File: src/rtl/sdiPkg.sv
package sdiPkg;

    typedef logic [15:0] sampleT;   // captured I or Q value
    typedef logic [17:0] rawT;      // demodulator input
    typedef logic [31:0] wordT;
    typedef logic [7:0]  byteT;
    typedef logic [15:0] baudDivT;  // clocks per UART bit
    typedef logic [3:0]  regAddrT;

    localparam regAddrT ADDR_CONTROL = 4'd0;
    localparam regAddrT ADDR_BAUD    = 4'd4;

    localparam int BUF_DEPTH   = 16;
    localparam int BUF_AW      = 4;
    localparam int FRAME_BYTES = 6;

    // values 2..7 capture like eye mode
    typedef enum logic [2:0] {
        MODE_EYE           = 3'd0,
        MODE_CONSTELLATION = 3'd1
    } sdiModeE;

    typedef enum logic {
        EYE_IDLE,
        EYE_WAIT
    } eyeStateE;

    typedef enum logic [2:0] {
        FR_IDLE,
        FR_CNT_HI,
        FR_CNT_LO,
        FR_I_HI,
        FR_I_LO,
        FR_Q_HI,
        FR_Q_LO
    } frameStateE;

    typedef enum logic [1:0] {
        TX_IDLE,
        TX_START,
        TX_DATA,
        TX_STOP
    } txStateE;

    typedef struct packed {
        logic    write;     // single cycle strobe
        regAddrT addr;
        wordT    data;
    } busReqT;

    typedef struct packed {
        sampleT i;
        sampleT q;
    } iqPairT;

    typedef struct packed {
        logic    enable;
        sdiModeE mode;
        baudDivT baudDiv;
    } sdiCtrlT;

endpackage

File: src/rtl/sampleCapture.sv
`timescale 1ns/1ns

module sampleCapture (
    input  logic            clk,
    input  logic            fifoFull,
    input  sdiPkg::sdiCtrlT ctrl,
    input  logic            iSymEn,
    input  sdiPkg::rawT     iSymData,
    input  sdiPkg::rawT     qSymData,
    input  logic            eyeSync,
    input  sdiPkg::rawT     iEye,
    input  sdiPkg::rawT     qEye,
    input  logic            bufFull,
    output logic            capArmed,
    output logic            bufWrite,
    output sdiPkg::iqPairT  bufData
);

    logic             armMeta;
    logic             isConst;
    logic             symWrite;
    logic             eyeWrite;
    sdiPkg::eyeStateE eyeState;

    // enable crosses from the register side through two flops
    always_ff @(posedge clk or posedge fifoFull) begin
        if (fifoFull) begin
            armMeta  <= 1'b0;
            capArmed <= 1'b0;
        end else begin
            armMeta  <= ctrl.enable;
            capArmed <= armMeta;
        end
    end

    // eye capture waits for a symbol aligned sync before taking samples
    always_ff @(posedge clk or posedge fifoFull) begin
        if (fifoFull) begin
            eyeState <= sdiPkg::EYE_IDLE;
        end else if (eyeSync) begin
            case (eyeState)
                sdiPkg::EYE_IDLE: begin
                    if (capArmed && iSymEn) begin
                        eyeState <= sdiPkg::EYE_WAIT;
                    end
                end
                sdiPkg::EYE_WAIT: begin
                    if (!capArmed) begin
                        eyeState <= sdiPkg::EYE_IDLE;
                    end
                end
                default: eyeState <= sdiPkg::EYE_IDLE;
            endcase
        end
    end

    assign isConst  = ctrl.mode == sdiPkg::MODE_CONSTELLATION;
    assign symWrite = capArmed && iSymEn;
    assign eyeWrite = capArmed && eyeSync && (eyeState == sdiPkg::EYE_WAIT);
    assign bufWrite = (isConst ? symWrite : eyeWrite) && !bufFull;

    // keep the upper 16 of 18 bits
    assign bufData.i = isConst ? iSymData[17:2] : iEye[17:2];
    assign bufData.q = isConst ? qSymData[17:2] : qEye[17:2];

    noWriteWhenFull: assert property (
        @(posedge clk) disable iff (fifoFull)
        bufFull |-> !bufWrite
    ) else $error("buffer write while full");

    // register auto-disarm plus synchronizer delay
    fullDisarms: assert property (
        @(posedge clk) disable iff (fifoFull)
        $rose(bufFull) |-> ##[1:3] !capArmed
    ) else $error("capture still armed after buffer filled");

endmodule

File: src/rtl/sdi.sv
`timescale 1ns/1ns

module sdi (
    input  logic           clk,
    input  logic           fifoFull,
    input  sdiPkg::busReqT busReq,
    output sdiPkg::wordT   dataOut,
    input  logic           iSymEn,
    input  sdiPkg::rawT    iSymData,
    input  sdiPkg::rawT    qSymData,
    input  logic           eyeSync,
    input  sdiPkg::rawT    iEye,
    input  sdiPkg::rawT    qEye,
    output logic           sdiOut
);

    sdiPkg::sdiCtrlT ctrl;
    sdiPkg::iqPairT  bufData;
    sdiPkg::iqPairT  bufHead;
    sdiPkg::byteT    byteData;
    logic            capArmed;
    logic            bufWrite;
    logic            bufRead;
    logic            bufClear;
    logic            bufFull;
    logic            bufEmpty;
    logic            byteStrobe;
    logic            txReady;

    sdiRegs regs (
        .clk, .fifoFull, .busReq, .bufFull, .bufEmpty, .ctrl, .dataOut
    );

    sampleCapture capture (
        .clk, .fifoFull, .ctrl,
        .iSymEn, .iSymData, .qSymData,
        .eyeSync, .iEye, .qEye,
        .bufFull, .capArmed, .bufWrite, .bufData
    );

    symbolBuffer buffer (
        .clk, .fifoFull, .bufClear, .bufWrite, .bufData,
        .bufRead, .bufHead, .bufFull, .bufEmpty
    );

    uartFramer framer (
        .clk, .fifoFull, .capArmed, .bufEmpty, .bufHead, .txReady,
        .bufRead, .bufClear, .byteStrobe, .byteData
    );

    // sdiOut is always the uart line
    uartTx tx (
        .clk, .fifoFull, .ctrl, .byteStrobe, .byteData, .txReady, .sdiOut
    );

endmodule

File: src/rtl/sdiRegs.sv
`timescale 1ns/1ns

module sdiRegs (
    input  logic            clk,
    input  logic            fifoFull,
    input  sdiPkg::busReqT  busReq,
    input  logic            bufFull,
    input  logic            bufEmpty,
    output sdiPkg::sdiCtrlT ctrl,
    output sdiPkg::wordT    dataOut
);

    logic ctrlWrite;
    logic baudWrite;

    assign ctrlWrite = busReq.write && (busReq.addr == sdiPkg::ADDR_CONTROL);
    assign baudWrite = busReq.write && (busReq.addr == sdiPkg::ADDR_BAUD);

    always_ff @(posedge clk or posedge fifoFull) begin
        if (fifoFull) begin
            ctrl.enable  <= 1'b0;
            ctrl.mode    <= sdiPkg::MODE_EYE;
            ctrl.baudDiv <= '0;     // zero divisor runs at the slowest rate
        end else begin
            if (ctrlWrite) begin
                ctrl.enable <= busReq.data[7];
                ctrl.mode   <= sdiPkg::sdiModeE'(busReq.data[2:0]);
            end
            if (baudWrite) begin
                ctrl.baudDiv <= busReq.data[15:0];
            end
            // buffer full disarms, even against a write in the same cycle
            if (bufFull) begin
                ctrl.enable <= 1'b0;
            end
        end
    end

    always_comb begin
        case (busReq.addr)
            sdiPkg::ADDR_CONTROL: begin
                dataOut = {bufEmpty, 23'd0, ctrl.enable, 4'd0, ctrl.mode};
            end
            sdiPkg::ADDR_BAUD: begin
                dataOut = {16'd0, ctrl.baudDiv};
            end
            default: begin
                dataOut = '0;
            end
        endcase
    end

    // capture source must not switch behind the host's back
    modeOnlyByWrite: assert property (
        @(posedge clk) disable iff (fifoFull)
        $changed(ctrl.mode) |-> $past(ctrlWrite)
    ) else $error("mode changed without a control write");

endmodule

File: src/rtl/symbolBuffer.sv
`timescale 1ns/1ns

module symbolBuffer (
    input  logic           clk,
    input  logic           fifoFull,
    input  logic           bufClear,
    input  logic           bufWrite,
    input  sdiPkg::iqPairT bufData,
    input  logic           bufRead,
    output sdiPkg::iqPairT bufHead,
    output logic           bufFull,
    output logic           bufEmpty
);

    localparam int CW = sdiPkg::BUF_AW + 1;

    sdiPkg::iqPairT            mem [sdiPkg::BUF_DEPTH];
    logic [sdiPkg::BUF_AW-1:0] wrPtr;
    logic [sdiPkg::BUF_AW-1:0] rdPtr;
    logic [CW-1:0]             count;

    always_ff @(posedge clk) begin
        if (bufWrite) begin
            mem[wrPtr] <= bufData;
        end
    end

    always_ff @(posedge clk or posedge fifoFull) begin
        if (fifoFull) begin
            wrPtr <= '0;
            rdPtr <= '0;
            count <= '0;
        end else if (bufClear) begin
            wrPtr <= '0;
            rdPtr <= '0;
            count <= '0;
        end else begin
            if (bufWrite) wrPtr <= wrPtr + 1'b1;   // pointers wrap at depth
            if (bufRead) rdPtr <= rdPtr + 1'b1;
            if (bufWrite && !bufRead) begin
                count <= count + 1'b1;
            end else if (bufRead && !bufWrite) begin
                count <= count - 1'b1;
            end
        end
    end

    assign bufHead  = mem[rdPtr];   // show-ahead
    assign bufFull  = count == CW'(sdiPkg::BUF_DEPTH);
    assign bufEmpty = count == '0;

    noReadWhenEmpty: assert property (
        @(posedge clk) disable iff (fifoFull)
        bufRead |-> !bufEmpty
    ) else $error("buffer read while empty");

endmodule

File: src/rtl/uartFramer.sv
`timescale 1ns/1ns

module uartFramer (
    input  logic           clk,
    input  logic           fifoFull,
    input  logic           capArmed,
    input  logic           bufEmpty,
    input  sdiPkg::iqPairT bufHead,
    input  logic           txReady,
    output logic           bufRead,
    output logic           bufClear,
    output logic           byteStrobe,
    output sdiPkg::byteT   byteData
);

    sdiPkg::frameStateE state;
    logic [15:0]        frameCount;
    logic               drained;

    // back at the count slot with nothing left means the drain is done
    assign drained    = (state == sdiPkg::FR_CNT_HI) && bufEmpty;
    assign byteStrobe = txReady && (state != sdiPkg::FR_IDLE) && !drained;
    assign bufRead    = byteStrobe && (state == sdiPkg::FR_Q_LO);

    always_comb begin
        case (state)
            sdiPkg::FR_CNT_HI: byteData = frameCount[15:8];
            sdiPkg::FR_CNT_LO: byteData = frameCount[7:0];
            sdiPkg::FR_I_HI:   byteData = bufHead.i[15:8];
            sdiPkg::FR_I_LO:   byteData = bufHead.i[7:0];
            sdiPkg::FR_Q_HI:   byteData = bufHead.q[15:8];
            sdiPkg::FR_Q_LO:   byteData = bufHead.q[7:0];
            default:           byteData = '0;
        endcase
    end

    always_ff @(posedge clk or posedge fifoFull) begin
        if (fifoFull) begin
            state      <= sdiPkg::FR_IDLE;
            frameCount <= '0;
            bufClear   <= 1'b1;
        end else begin
            bufClear <= 1'b0;
            case (state)
                sdiPkg::FR_IDLE: begin
                    // drain only once capture has stopped
                    if (!capArmed && !bufEmpty && txReady) begin
                        state <= sdiPkg::FR_CNT_HI;
                    end
                end
                sdiPkg::FR_CNT_HI: begin
                    if (drained) begin
                        state      <= sdiPkg::FR_IDLE;
                        bufClear   <= 1'b1;
                        frameCount <= '0;
                    end else if (byteStrobe) begin
                        state <= sdiPkg::FR_CNT_LO;
                    end
                end
                sdiPkg::FR_CNT_LO: if (byteStrobe) state <= sdiPkg::FR_I_HI;
                sdiPkg::FR_I_HI:   if (byteStrobe) state <= sdiPkg::FR_I_LO;
                sdiPkg::FR_I_LO:   if (byteStrobe) state <= sdiPkg::FR_Q_HI;
                sdiPkg::FR_Q_HI:   if (byteStrobe) state <= sdiPkg::FR_Q_LO;
                sdiPkg::FR_Q_LO: begin
                    if (byteStrobe) begin
                        state      <= sdiPkg::FR_CNT_HI;
                        frameCount <= frameCount + 1'b1;
                    end
                end
                default: state <= sdiPkg::FR_IDLE;
            endcase
        end
    end

    strobeOnReady: assert property (
        @(posedge clk) disable iff (fifoFull)
        byteStrobe |-> txReady ##1 !txReady
    ) else $error("byte strobe without transmitter handshake");

endmodule

File: src/rtl/uartTx.sv
`timescale 1ns/1ns

module uartTx (
    input  logic            clk,
    input  logic            fifoFull,
    input  sdiPkg::sdiCtrlT ctrl,
    input  logic            byteStrobe,
    input  sdiPkg::byteT    byteData,
    output logic            txReady,
    output logic            sdiOut
);

    sdiPkg::txStateE state;
    sdiPkg::baudDivT baudCnt;
    sdiPkg::byteT    shiftReg;
    logic [2:0]      bitCnt;
    logic            baudTick;

    assign baudTick = (state != sdiPkg::TX_IDLE) && (baudCnt == '0);

    always_ff @(posedge clk or posedge fifoFull) begin
        if (fifoFull) begin
            state   <= sdiPkg::TX_IDLE;
            baudCnt <= '0;
            bitCnt  <= '0;
            txReady <= 1'b1;
            sdiOut  <= 1'b1;    // line idles high
        end else begin
            // counter sits at reload until a byte starts
            if (state == sdiPkg::TX_IDLE || baudTick) begin
                baudCnt <= ctrl.baudDiv - 1'b1;
            end else begin
                baudCnt <= baudCnt - 1'b1;
            end
            case (state)
                sdiPkg::TX_IDLE: begin
                    if (byteStrobe) begin
                        state   <= sdiPkg::TX_START;
                        txReady <= 1'b0;
                        sdiOut  <= 1'b0;
                    end
                end
                sdiPkg::TX_START: begin
                    if (baudTick) begin
                        state  <= sdiPkg::TX_DATA;
                        sdiOut <= shiftReg[0];
                        bitCnt <= '0;
                    end
                end
                sdiPkg::TX_DATA: begin
                    if (baudTick) begin
                        if (bitCnt == 3'd7) begin
                            state  <= sdiPkg::TX_STOP;
                            sdiOut <= 1'b1;
                        end else begin
                            sdiOut <= shiftReg[0];
                            bitCnt <= bitCnt + 1'b1;
                        end
                    end
                end
                sdiPkg::TX_STOP: begin
                    if (baudTick) begin
                        state   <= sdiPkg::TX_IDLE;
                        txReady <= 1'b1;
                    end
                end
                default: state <= sdiPkg::TX_IDLE;
            endcase
        end
    end

    // lsb first
    always_ff @(posedge clk) begin
        if (state == sdiPkg::TX_IDLE && byteStrobe) begin
            shiftReg <= byteData;
        end else if (baudTick) begin
            shiftReg <= shiftReg >> 1;
        end
    end

endmodule

File: config.mk
export PLATFORM = sky130hd
export DESIGN_NAME = sdi
export DESIGN_NICKNAME = d
export VERILOG_FILES = /design/src/rtl/sdiPkg.sv /design/src/rtl/sampleCapture.sv /design/src/rtl/sdi.sv /design/src/rtl/sdiRegs.sv /design/src/rtl/symbolBuffer.sv /design/src/rtl/uartFramer.sv /design/src/rtl/uartTx.sv
export SDC_FILE = /design/constraint.sdc
export NUM_CORES = 1
export LEC_CHECK = 0
export BUFFER_PORTS_ARGS = -buffer_cell sky130_fd_sc_hd__buf_2
export CORE_UTILIZATION = 40
export CTS_CLUSTER_DIAMETER = 100
export DETAILED_ROUTE_END_ITERATION = 10
export GPL_TIMING_DRIVEN = 0
export SYNTH_ARGS = -nofsm -noshare
export SYNTH_HDL_FRONTEND = slang
export SYNTH_SLANG_ARGS = --single-unit
File: constraint.sdc
create_clock -name clk -period 6.85 [get_ports clk]
set_input_delay 1.0275 -clock clk [delete_from_list [all_inputs] [get_ports clk]]
set_output_delay 1.0275 -clock clk [all_outputs]
set_load 0.01 [all_outputs]
==> impl_metrics.env, run 1 <==
export IMPL_portBuffers=105
export IMPL_synth_most_common_cell="edfxtp_1"
export IMPL_startpoint_type="register"
export IMPL_dieArea_mm2=0.0637
export IMPL_clock_sinks=599
export IMPL_drt_initial_drc_count=1565
export IMPL_max_freq_ghz=0.242
export IMPL_area_growth_pct=17.8
export IMPL_n_antenna_cell=0
export IMPL_ff2ff_setup_slack_ns=2.72
export IMPL_grt_overflow=0
export IMPL_synth_edf_count=520
export IMPL_synth_top_area_share_pct=62.2
export IMPL_clock_root_buffer="clkbuf_16"
export IMPL_min_period_ns=4.13
export IMPL_layout_drive_gt1_share_pct=29.1
export IMPL_grt_pass1_vias=14300
export IMPL_die_x_um=252
export IMPL_die_y_um=252
export IMPL_fin_crit_sh_pct=60.3
export IMPL_grt_pass1_wl_um=97900
export IMPL_grt_max_degree=69
export IMPL_hp_class="primary input to asynchronous set/reset pin"
export IMPL_tightestPinTransition_ns=1.40
export IMPL_synth_flop_cell="edfxtp_1"
export IMPL_design_core_area_mm2=0.0618
export IMPL_setup_violations=0
export IMPL_hold_buffers=0
export IMPL_r2r_cells=12
export IMPL_maxCapViolCount=0
export IMPL_cp_arrival_ns=4.59
export IMPL_critical_path_max_fanout=10
export IMPL_via_per_inst=5.70
export IMPL_hold_viol=0
export IMPL_avgSynthCellArea_um2=17.8
export IMPL_fin_hold_ws_ns=0.345
export IMPL_place_area_mm2=0.0273
export IMPL_clkTransAtPathRegs_ns=0.06
export IMPL_peakVddDrop_uv=233
export IMPL_fp_row_count=91
export IMPL_worstPathRequired_ns=7.31
export IMPL_power_density_mw_per_mm2=296
export IMPL_yosys_area_top_type="edfxtp_1"
export IMPL_rr_startpoint="tx.state[0]"
export IMPL_numCtsBuffers=66
export IMPL_dr_pass1_iters=5
export IMPL_dp_hpwl_um=44100
export IMPL_synth_warnings=0
export IMPL_drv_slew=0
export IMPL_initial_core_util_pct=40.6
export IMPL_gp_congestion=0.842
export IMPL_synth_area_leaders="edfxtp_1, mux4_2, dfrtp_1"
export IMPL_r2r_end="tx.baudCnt[10]"
export IMPL_grt_setup_unrepaired="no"
export IMPL_clockBufferDepth=3
export IMPL_final_area_mm2=0.0296
export IMPL_leakage_nw=9.88
export IMPL_synthArstFlopShare_pct=13.2
export IMPL_clk_latency_ns=0.61
export IMPL_clock_skew_ns=0.0367
export IMPL_cts_resized=0
export IMPL_path_class="register to register"
export IMPL_cts_setup_buffers=0
export IMPL_io_pins=146
export IMPL_cp_end_kind="register"
export IMPL_nNetsFinal=1761
export IMPL_syn_area_mm2=0.0251
export IMPL_track_usage_pct=21.5
export IMPL_status="finished, final reports clean"
export IMPL_wl_per_cell_um=26.7
export IMPL_synth_cell_types=72
export IMPL_slew_headroom_pct=6.93
export IMPL_vias=14300
export IMPL_antenna_found_initial=1
export IMPL_wirelength_um=67000
export IMPL_cts_tree="yes"
export IMPL_synth_seq_cells=599
export IMPL_cts_max_level=3
export IMPL_yosysSeqAreaShare_pct=70.1
export IMPL_synthTopCellsByCount="edfxtp_1, mux4_2, dfrtp_1"
export IMPL_ant_nets=0
export IMPL_synth_cells=1410
export IMPL_remaining_drc_errors=0
==> cells in the final DEF, fill, tap and decap left out, types with 11 or more instances in the layout <==
cell type,instances
a21oi_1,22
a22oi_1,25
and2_1,15
buf_1,11
buf_12,12
buf_2,126
buf_4,22
buf_6,23
bufinv_16,14
clkbuf_1,43
clkbuf_16,67
conb_1,15
dfrtp_1,76
edfxtp_1,520
ha_1,18
inv_1,18
mux2_2,54
mux2i_1,57
mux4_2,120
nand2_1,46
nand3_1,42
nor2_1,56
nor3_1,16
o21ai_0,26
xnor2_1,24
xor2_1,17
==> logic make-up (layout without fill, tap and decap cells) <==
family	after synthesis	in the layout	synth area share [%]
compound gates	140	140	3.95
xor+xnor	41	41	1.43
fa+ha+maj	19	19	0.978
buf+inv	108	359	2.20
flops	599	599	70.1
mux	231	231	15.5
other cells	1	15	0.0149
simple gates	271	271	5.81
==> power by group <==
part | internal, mW | leakage (nW) | switching [mW]
clock | 2.33 | 1.11 | 1.47
combinational | 0.245 | 3.11 | 0.403
sequential | 4.19 | 5.66 | 0.121
total | 6.77 | 9.88 | 1.99
==> metrics by stage <==
stage	util (%)	TNS [ns]	cells	setup WS, ns	power [mW]
after floorplan	-	0	1424	2.37	4.78
after global placement	43.2	-99.18	2366	-0.870	4.99
after detailed placement	44.1	0	2398	2.73	5.04
after CTS	47.8	0	2512	2.72	8.81
after global routing	47.8	0	2512	2.29	9.02
final	47.8	0	2512	2.72	8.76
==> final cells by class <==
cell class	instances	area, um2
Sequential cell	599	17600
Timing Repair Buffer	137	1010
Tap cell	837	1050
Buffer	89	480
Multi-Input combinational cell	717	7050
Inverter	19	73.8
Fill cell	5223	32300
Clock buffer	80	1730
Clock inverter	34	576
==> registers in the layout, indices dropped and copies added, names as in the netlist, 2 cells and up <==
signal / cells
buffer.mem: 512
tx.bitCnt: 3
tx.state: 2
framer.state: 3
buffer.rdPtr: 4
tx.baudCnt: 16
regs.ctrl: 20
buffer.wrPtr: 4
buffer.count: 5
tx.shiftReg: 8
framer.frameCount: 16
==> how the worst max path moves through the flow <==
stage                      from                end  slack, ns  cells after the start
detailed placement  tx.state[0]     tx.baudCnt[10]       2.73                     12
CTS                 tx.state[0]     tx.baudCnt[10]       2.72                     12
global placement        eyeSync  buffer.mem[4][11]      -0.87                      5
floorplan               eyeSync   buffer.mem[4][0]       2.37                      4
global route        tx.state[0]     tx.baudCnt[10]       2.29                     12
finish              tx.state[0]     tx.baudCnt[10]       2.72                     12
==> critical path, cell delays in order (launching register included) <==
cell and delay, ns:
dfrtp_1 0.39, inv_1 0.08, ha_1 0.19, clkbuf_1 0.18, a31oi_1 0.44, clkbuf_1 0.68, mux2i_1 0.32, ha_1 0.26
nor4b_1 0.36, a32oi_1 0.23, a2111oi_0 0.61, xnor2_1 0.17, mux2i_1 0.08
==> per-layer routing <==
layer  vias up  GRT usage [%]  share of wire, %
met5         -              0             0.019
met4         2           7.31               3.2
met3       132           4.04               7.5
met2       617           34.6                48
met1      7494           29.4                41
li1       6070              -                 -
Note: power is estimated with default switching activity, not from simulation.
==> run 2: changes to the inputs <==
==> constraint.sdc (replaced) <==
create_clock -name clk -period 3.7 [get_ports clk]
set_input_delay 0.555 -clock clk [delete_from_list [all_inputs] [get_ports clk]]
set_output_delay 0.555 -clock clk [all_outputs]
set_load 0.01 [all_outputs]
==> run 2 against run 1 <==
Against the previous run: cell count is 0.12% higher; non-clock buffer count increased by 3; clock skew shrank 0.0018 ns; core utilization increased by 0.28 points; critical path depth shrank 4; design area up 0.58%; sequential power is 86% higher; via count is 0.28% higher; critical path type unchanged; critical endpoint is now tx.shiftReg[6]; largest cell class unchanged; highest routed layer is now met4.
==> impl_metrics.env, run 2 (same netlist as run 1, synthesis figures left out) <==
export IMPL_remaining_drc_errors=0
export IMPL_final_cell_mix="edfxtp_1, buf_2, mux4_2"
export IMPL_p_sw_share_pct=22.9
export IMPL_clock_root_buffer="clkbuf_16"
export IMPL_clk_latency_ns=0.61
export IMPL_tightestPinTransition_ns=1.38
export IMPL_cts_tree="yes"
export IMPL_power_density_mw_per_mm2=548
export IMPL_dieArea_mm2=0.0637
export IMPL_cts_max_level=3
export IMPL_wirelength_um=67400
export IMPL_setup_slack_ns=0.140
export IMPL_hp_class="primary input to register"
export IMPL_n_antenna_cell=0
export IMPL_cp_end_kind="register"
export IMPL_die_x_um=252
export IMPL_clock_skew_ns=0.0348
export IMPL_p_comb_share_pct=7.6
export IMPL_critical_path_max_fanout=10
export IMPL_fin_crit_sh_pct=96.2
export IMPL_wl_per_cell_um=26.8
export IMPL_nNetsFinal=1764
export IMPL_setup_violations=0
export IMPL_layout_drive_gt1_share_pct=30.0
export IMPL_p_sw_mw=3.73
export IMPL_peakVddDrop_uv=433
export IMPL_clkPwrFrac_pct=43.2
export IMPL_area_growth_pct=18.5
export IMPL_grt_overflow=0
export IMPL_cp_arrival_ns=3.87
export IMPL_grt_max_degree=69
export IMPL_path_class="register to register"
export IMPL_place_area_mm2=0.0273
export IMPL_vias=14400
export IMPL_slew_headroom_pct=7.78
export IMPL_pwr_share_seq_pct=49.2
export IMPL_largest_reg_flops=512
export IMPL_min_period_ns=3.56
export IMPL_startpoint_type="register"
export IMPL_clockBufferDepth=3
export IMPL_hold_viol=0
export IMPL_grt_pass1_wl_um=98100
export IMPL_dp_hpwl_um=44100
export IMPL_io_pins=146
export IMPL_maxCapViolCount=0
export IMPL_drt_initial_drc_count=1617
export IMPL_top_regs="buffer.mem (512), regs.ctrl (20)"
export IMPL_max_freq_ghz=0.281
export IMPL_antenna_found_initial=0
export IMPL_die_y_um=252
export IMPL_fp_row_count=91
export IMPL_fin_tns_setup_ns=0
export IMPL_dp_slack_ns=-0.420
export IMPL_grt_pass1_vias=14300
export IMPL_drv_slew=0
export IMPL_ant_nets=0
export IMPL_status="finished, final reports clean"
export IMPL_portBuffers=105
export IMPL_initial_core_util_pct=40.6
export IMPL_design_core_area_mm2=0.0618
export IMPL_via_per_inst=5.71
export IMPL_clock_sinks=599
export IMPL_largest_register="buffer.mem"
export IMPL_track_usage_pct=21.5
export IMPL_leakage_nw=9.93
export IMPL_internal_power_mw=12.6
export IMPL_worstPathRequired_ns=4.01
export IMPL_clkTransAtPathRegs_ns=0.07
export IMPL_gp_congestion=0.842
export IMPL_final_area_mm2=0.0297
export IMPL_numCtsBuffers=66
export IMPL_layout_commonest_cell="edfxtp_1"
export IMPL_dr_pass1_iters=5
==> run 2: cell type report <==
type | instances | area [um2]
fill | 5210 | 32100
sequential | 599 | 17600
multi-input combinational | 717 | 7160
clock buffer | 80 | 1730
tap | 837 | 1050
timing repair buffer | 140 | 1040
clock inverter | 34 | 576
buffer | 89 | 513
inverter | 19 | 73.8
==> run 2: path summary, 6_finish.rpt <==
| kind | end | start | slack (ns) | cells after the start |
|---|---|---|---|---|
| min in group asynchronous | buffer.rdPtr[0] | fifoFull | 0.43 | 3 |
| max in group asynchronous | tx.sdiOut | fifoFull | 2.64 | 4 |
| worst max-delay path | tx.shiftReg[6] | buffer.rdPtr[1] | 0.14 | 8 |
| worst min register to register | capture.capArmed | capture.armMeta | 0.37 | 0 |
| worst min-delay path | capture.eyeState | eyeSync | 0.19 | 2 |
| worst max register to register | tx.shiftReg[6] | buffer.rdPtr[1] | 0.14 | 8 |
==> run 2: worst max-delay path, stage by stage (launching register included) <==
cell             delay, ns
dfrtp_1               0.36
buf_2                 0.31
buf_2                 0.42
clkdlybuf4s15_2       0.54
mux4_2                0.47
nand4_1               0.14
o2111ai_1             0.30
a2111oi_2             0.55
o221ai_1              0.17
==> run 2: through the flow <==
stage	power, mW	utilization (%)	cells	hold slack [ns]
6_report	16.3	48.1	2515	0.192
2_1_floorplan	8.85	-	1424	0.331
3_5_place_dp	9.33	44.1	2398	0.349
3_3_place_gp	9.23	43.2	2366	0.348
5_1_grt	16.8	48.1	2515	0.178
4_1_cts	16.3	47.9	2513	0.165
==> run 2: repair_timing <==
action,4_1_cts,5_1_grt
hold endpoints to repair,11,0
hold buffers,1,0
endpoints found under the setup margin,60,58
buffers inserted,0,2
pin swaps,0,2
resized for setup,12,20
==> run 2: layer usage <==
| layer | vias to the layer above | track usage, % | wire length, um |
|---|---|---|---|
| met5 | - | 0 | 0 |
| met4 | 0 | 7.31 | 2240 |
| met3 | 141 | 3.99 | 4490 |
| met2 | 585 | 34.7 | 32500 |
| met1 | 7556 | 29.4 | 28200 |
| li1 | 6073 | - | - |
==> run 2: power groups by stage <==
stage	clock [mW]	combinational (mW)	sequential, mW
final	7.04	1.23	8.01
after global routing	7.35	1.37	8.04
after CTS	7.11	1.22	7.99
after detailed placement	0	1.21	8.12
after global placement	0	1.11	8.12
after floorplan	0	0.788	8.06
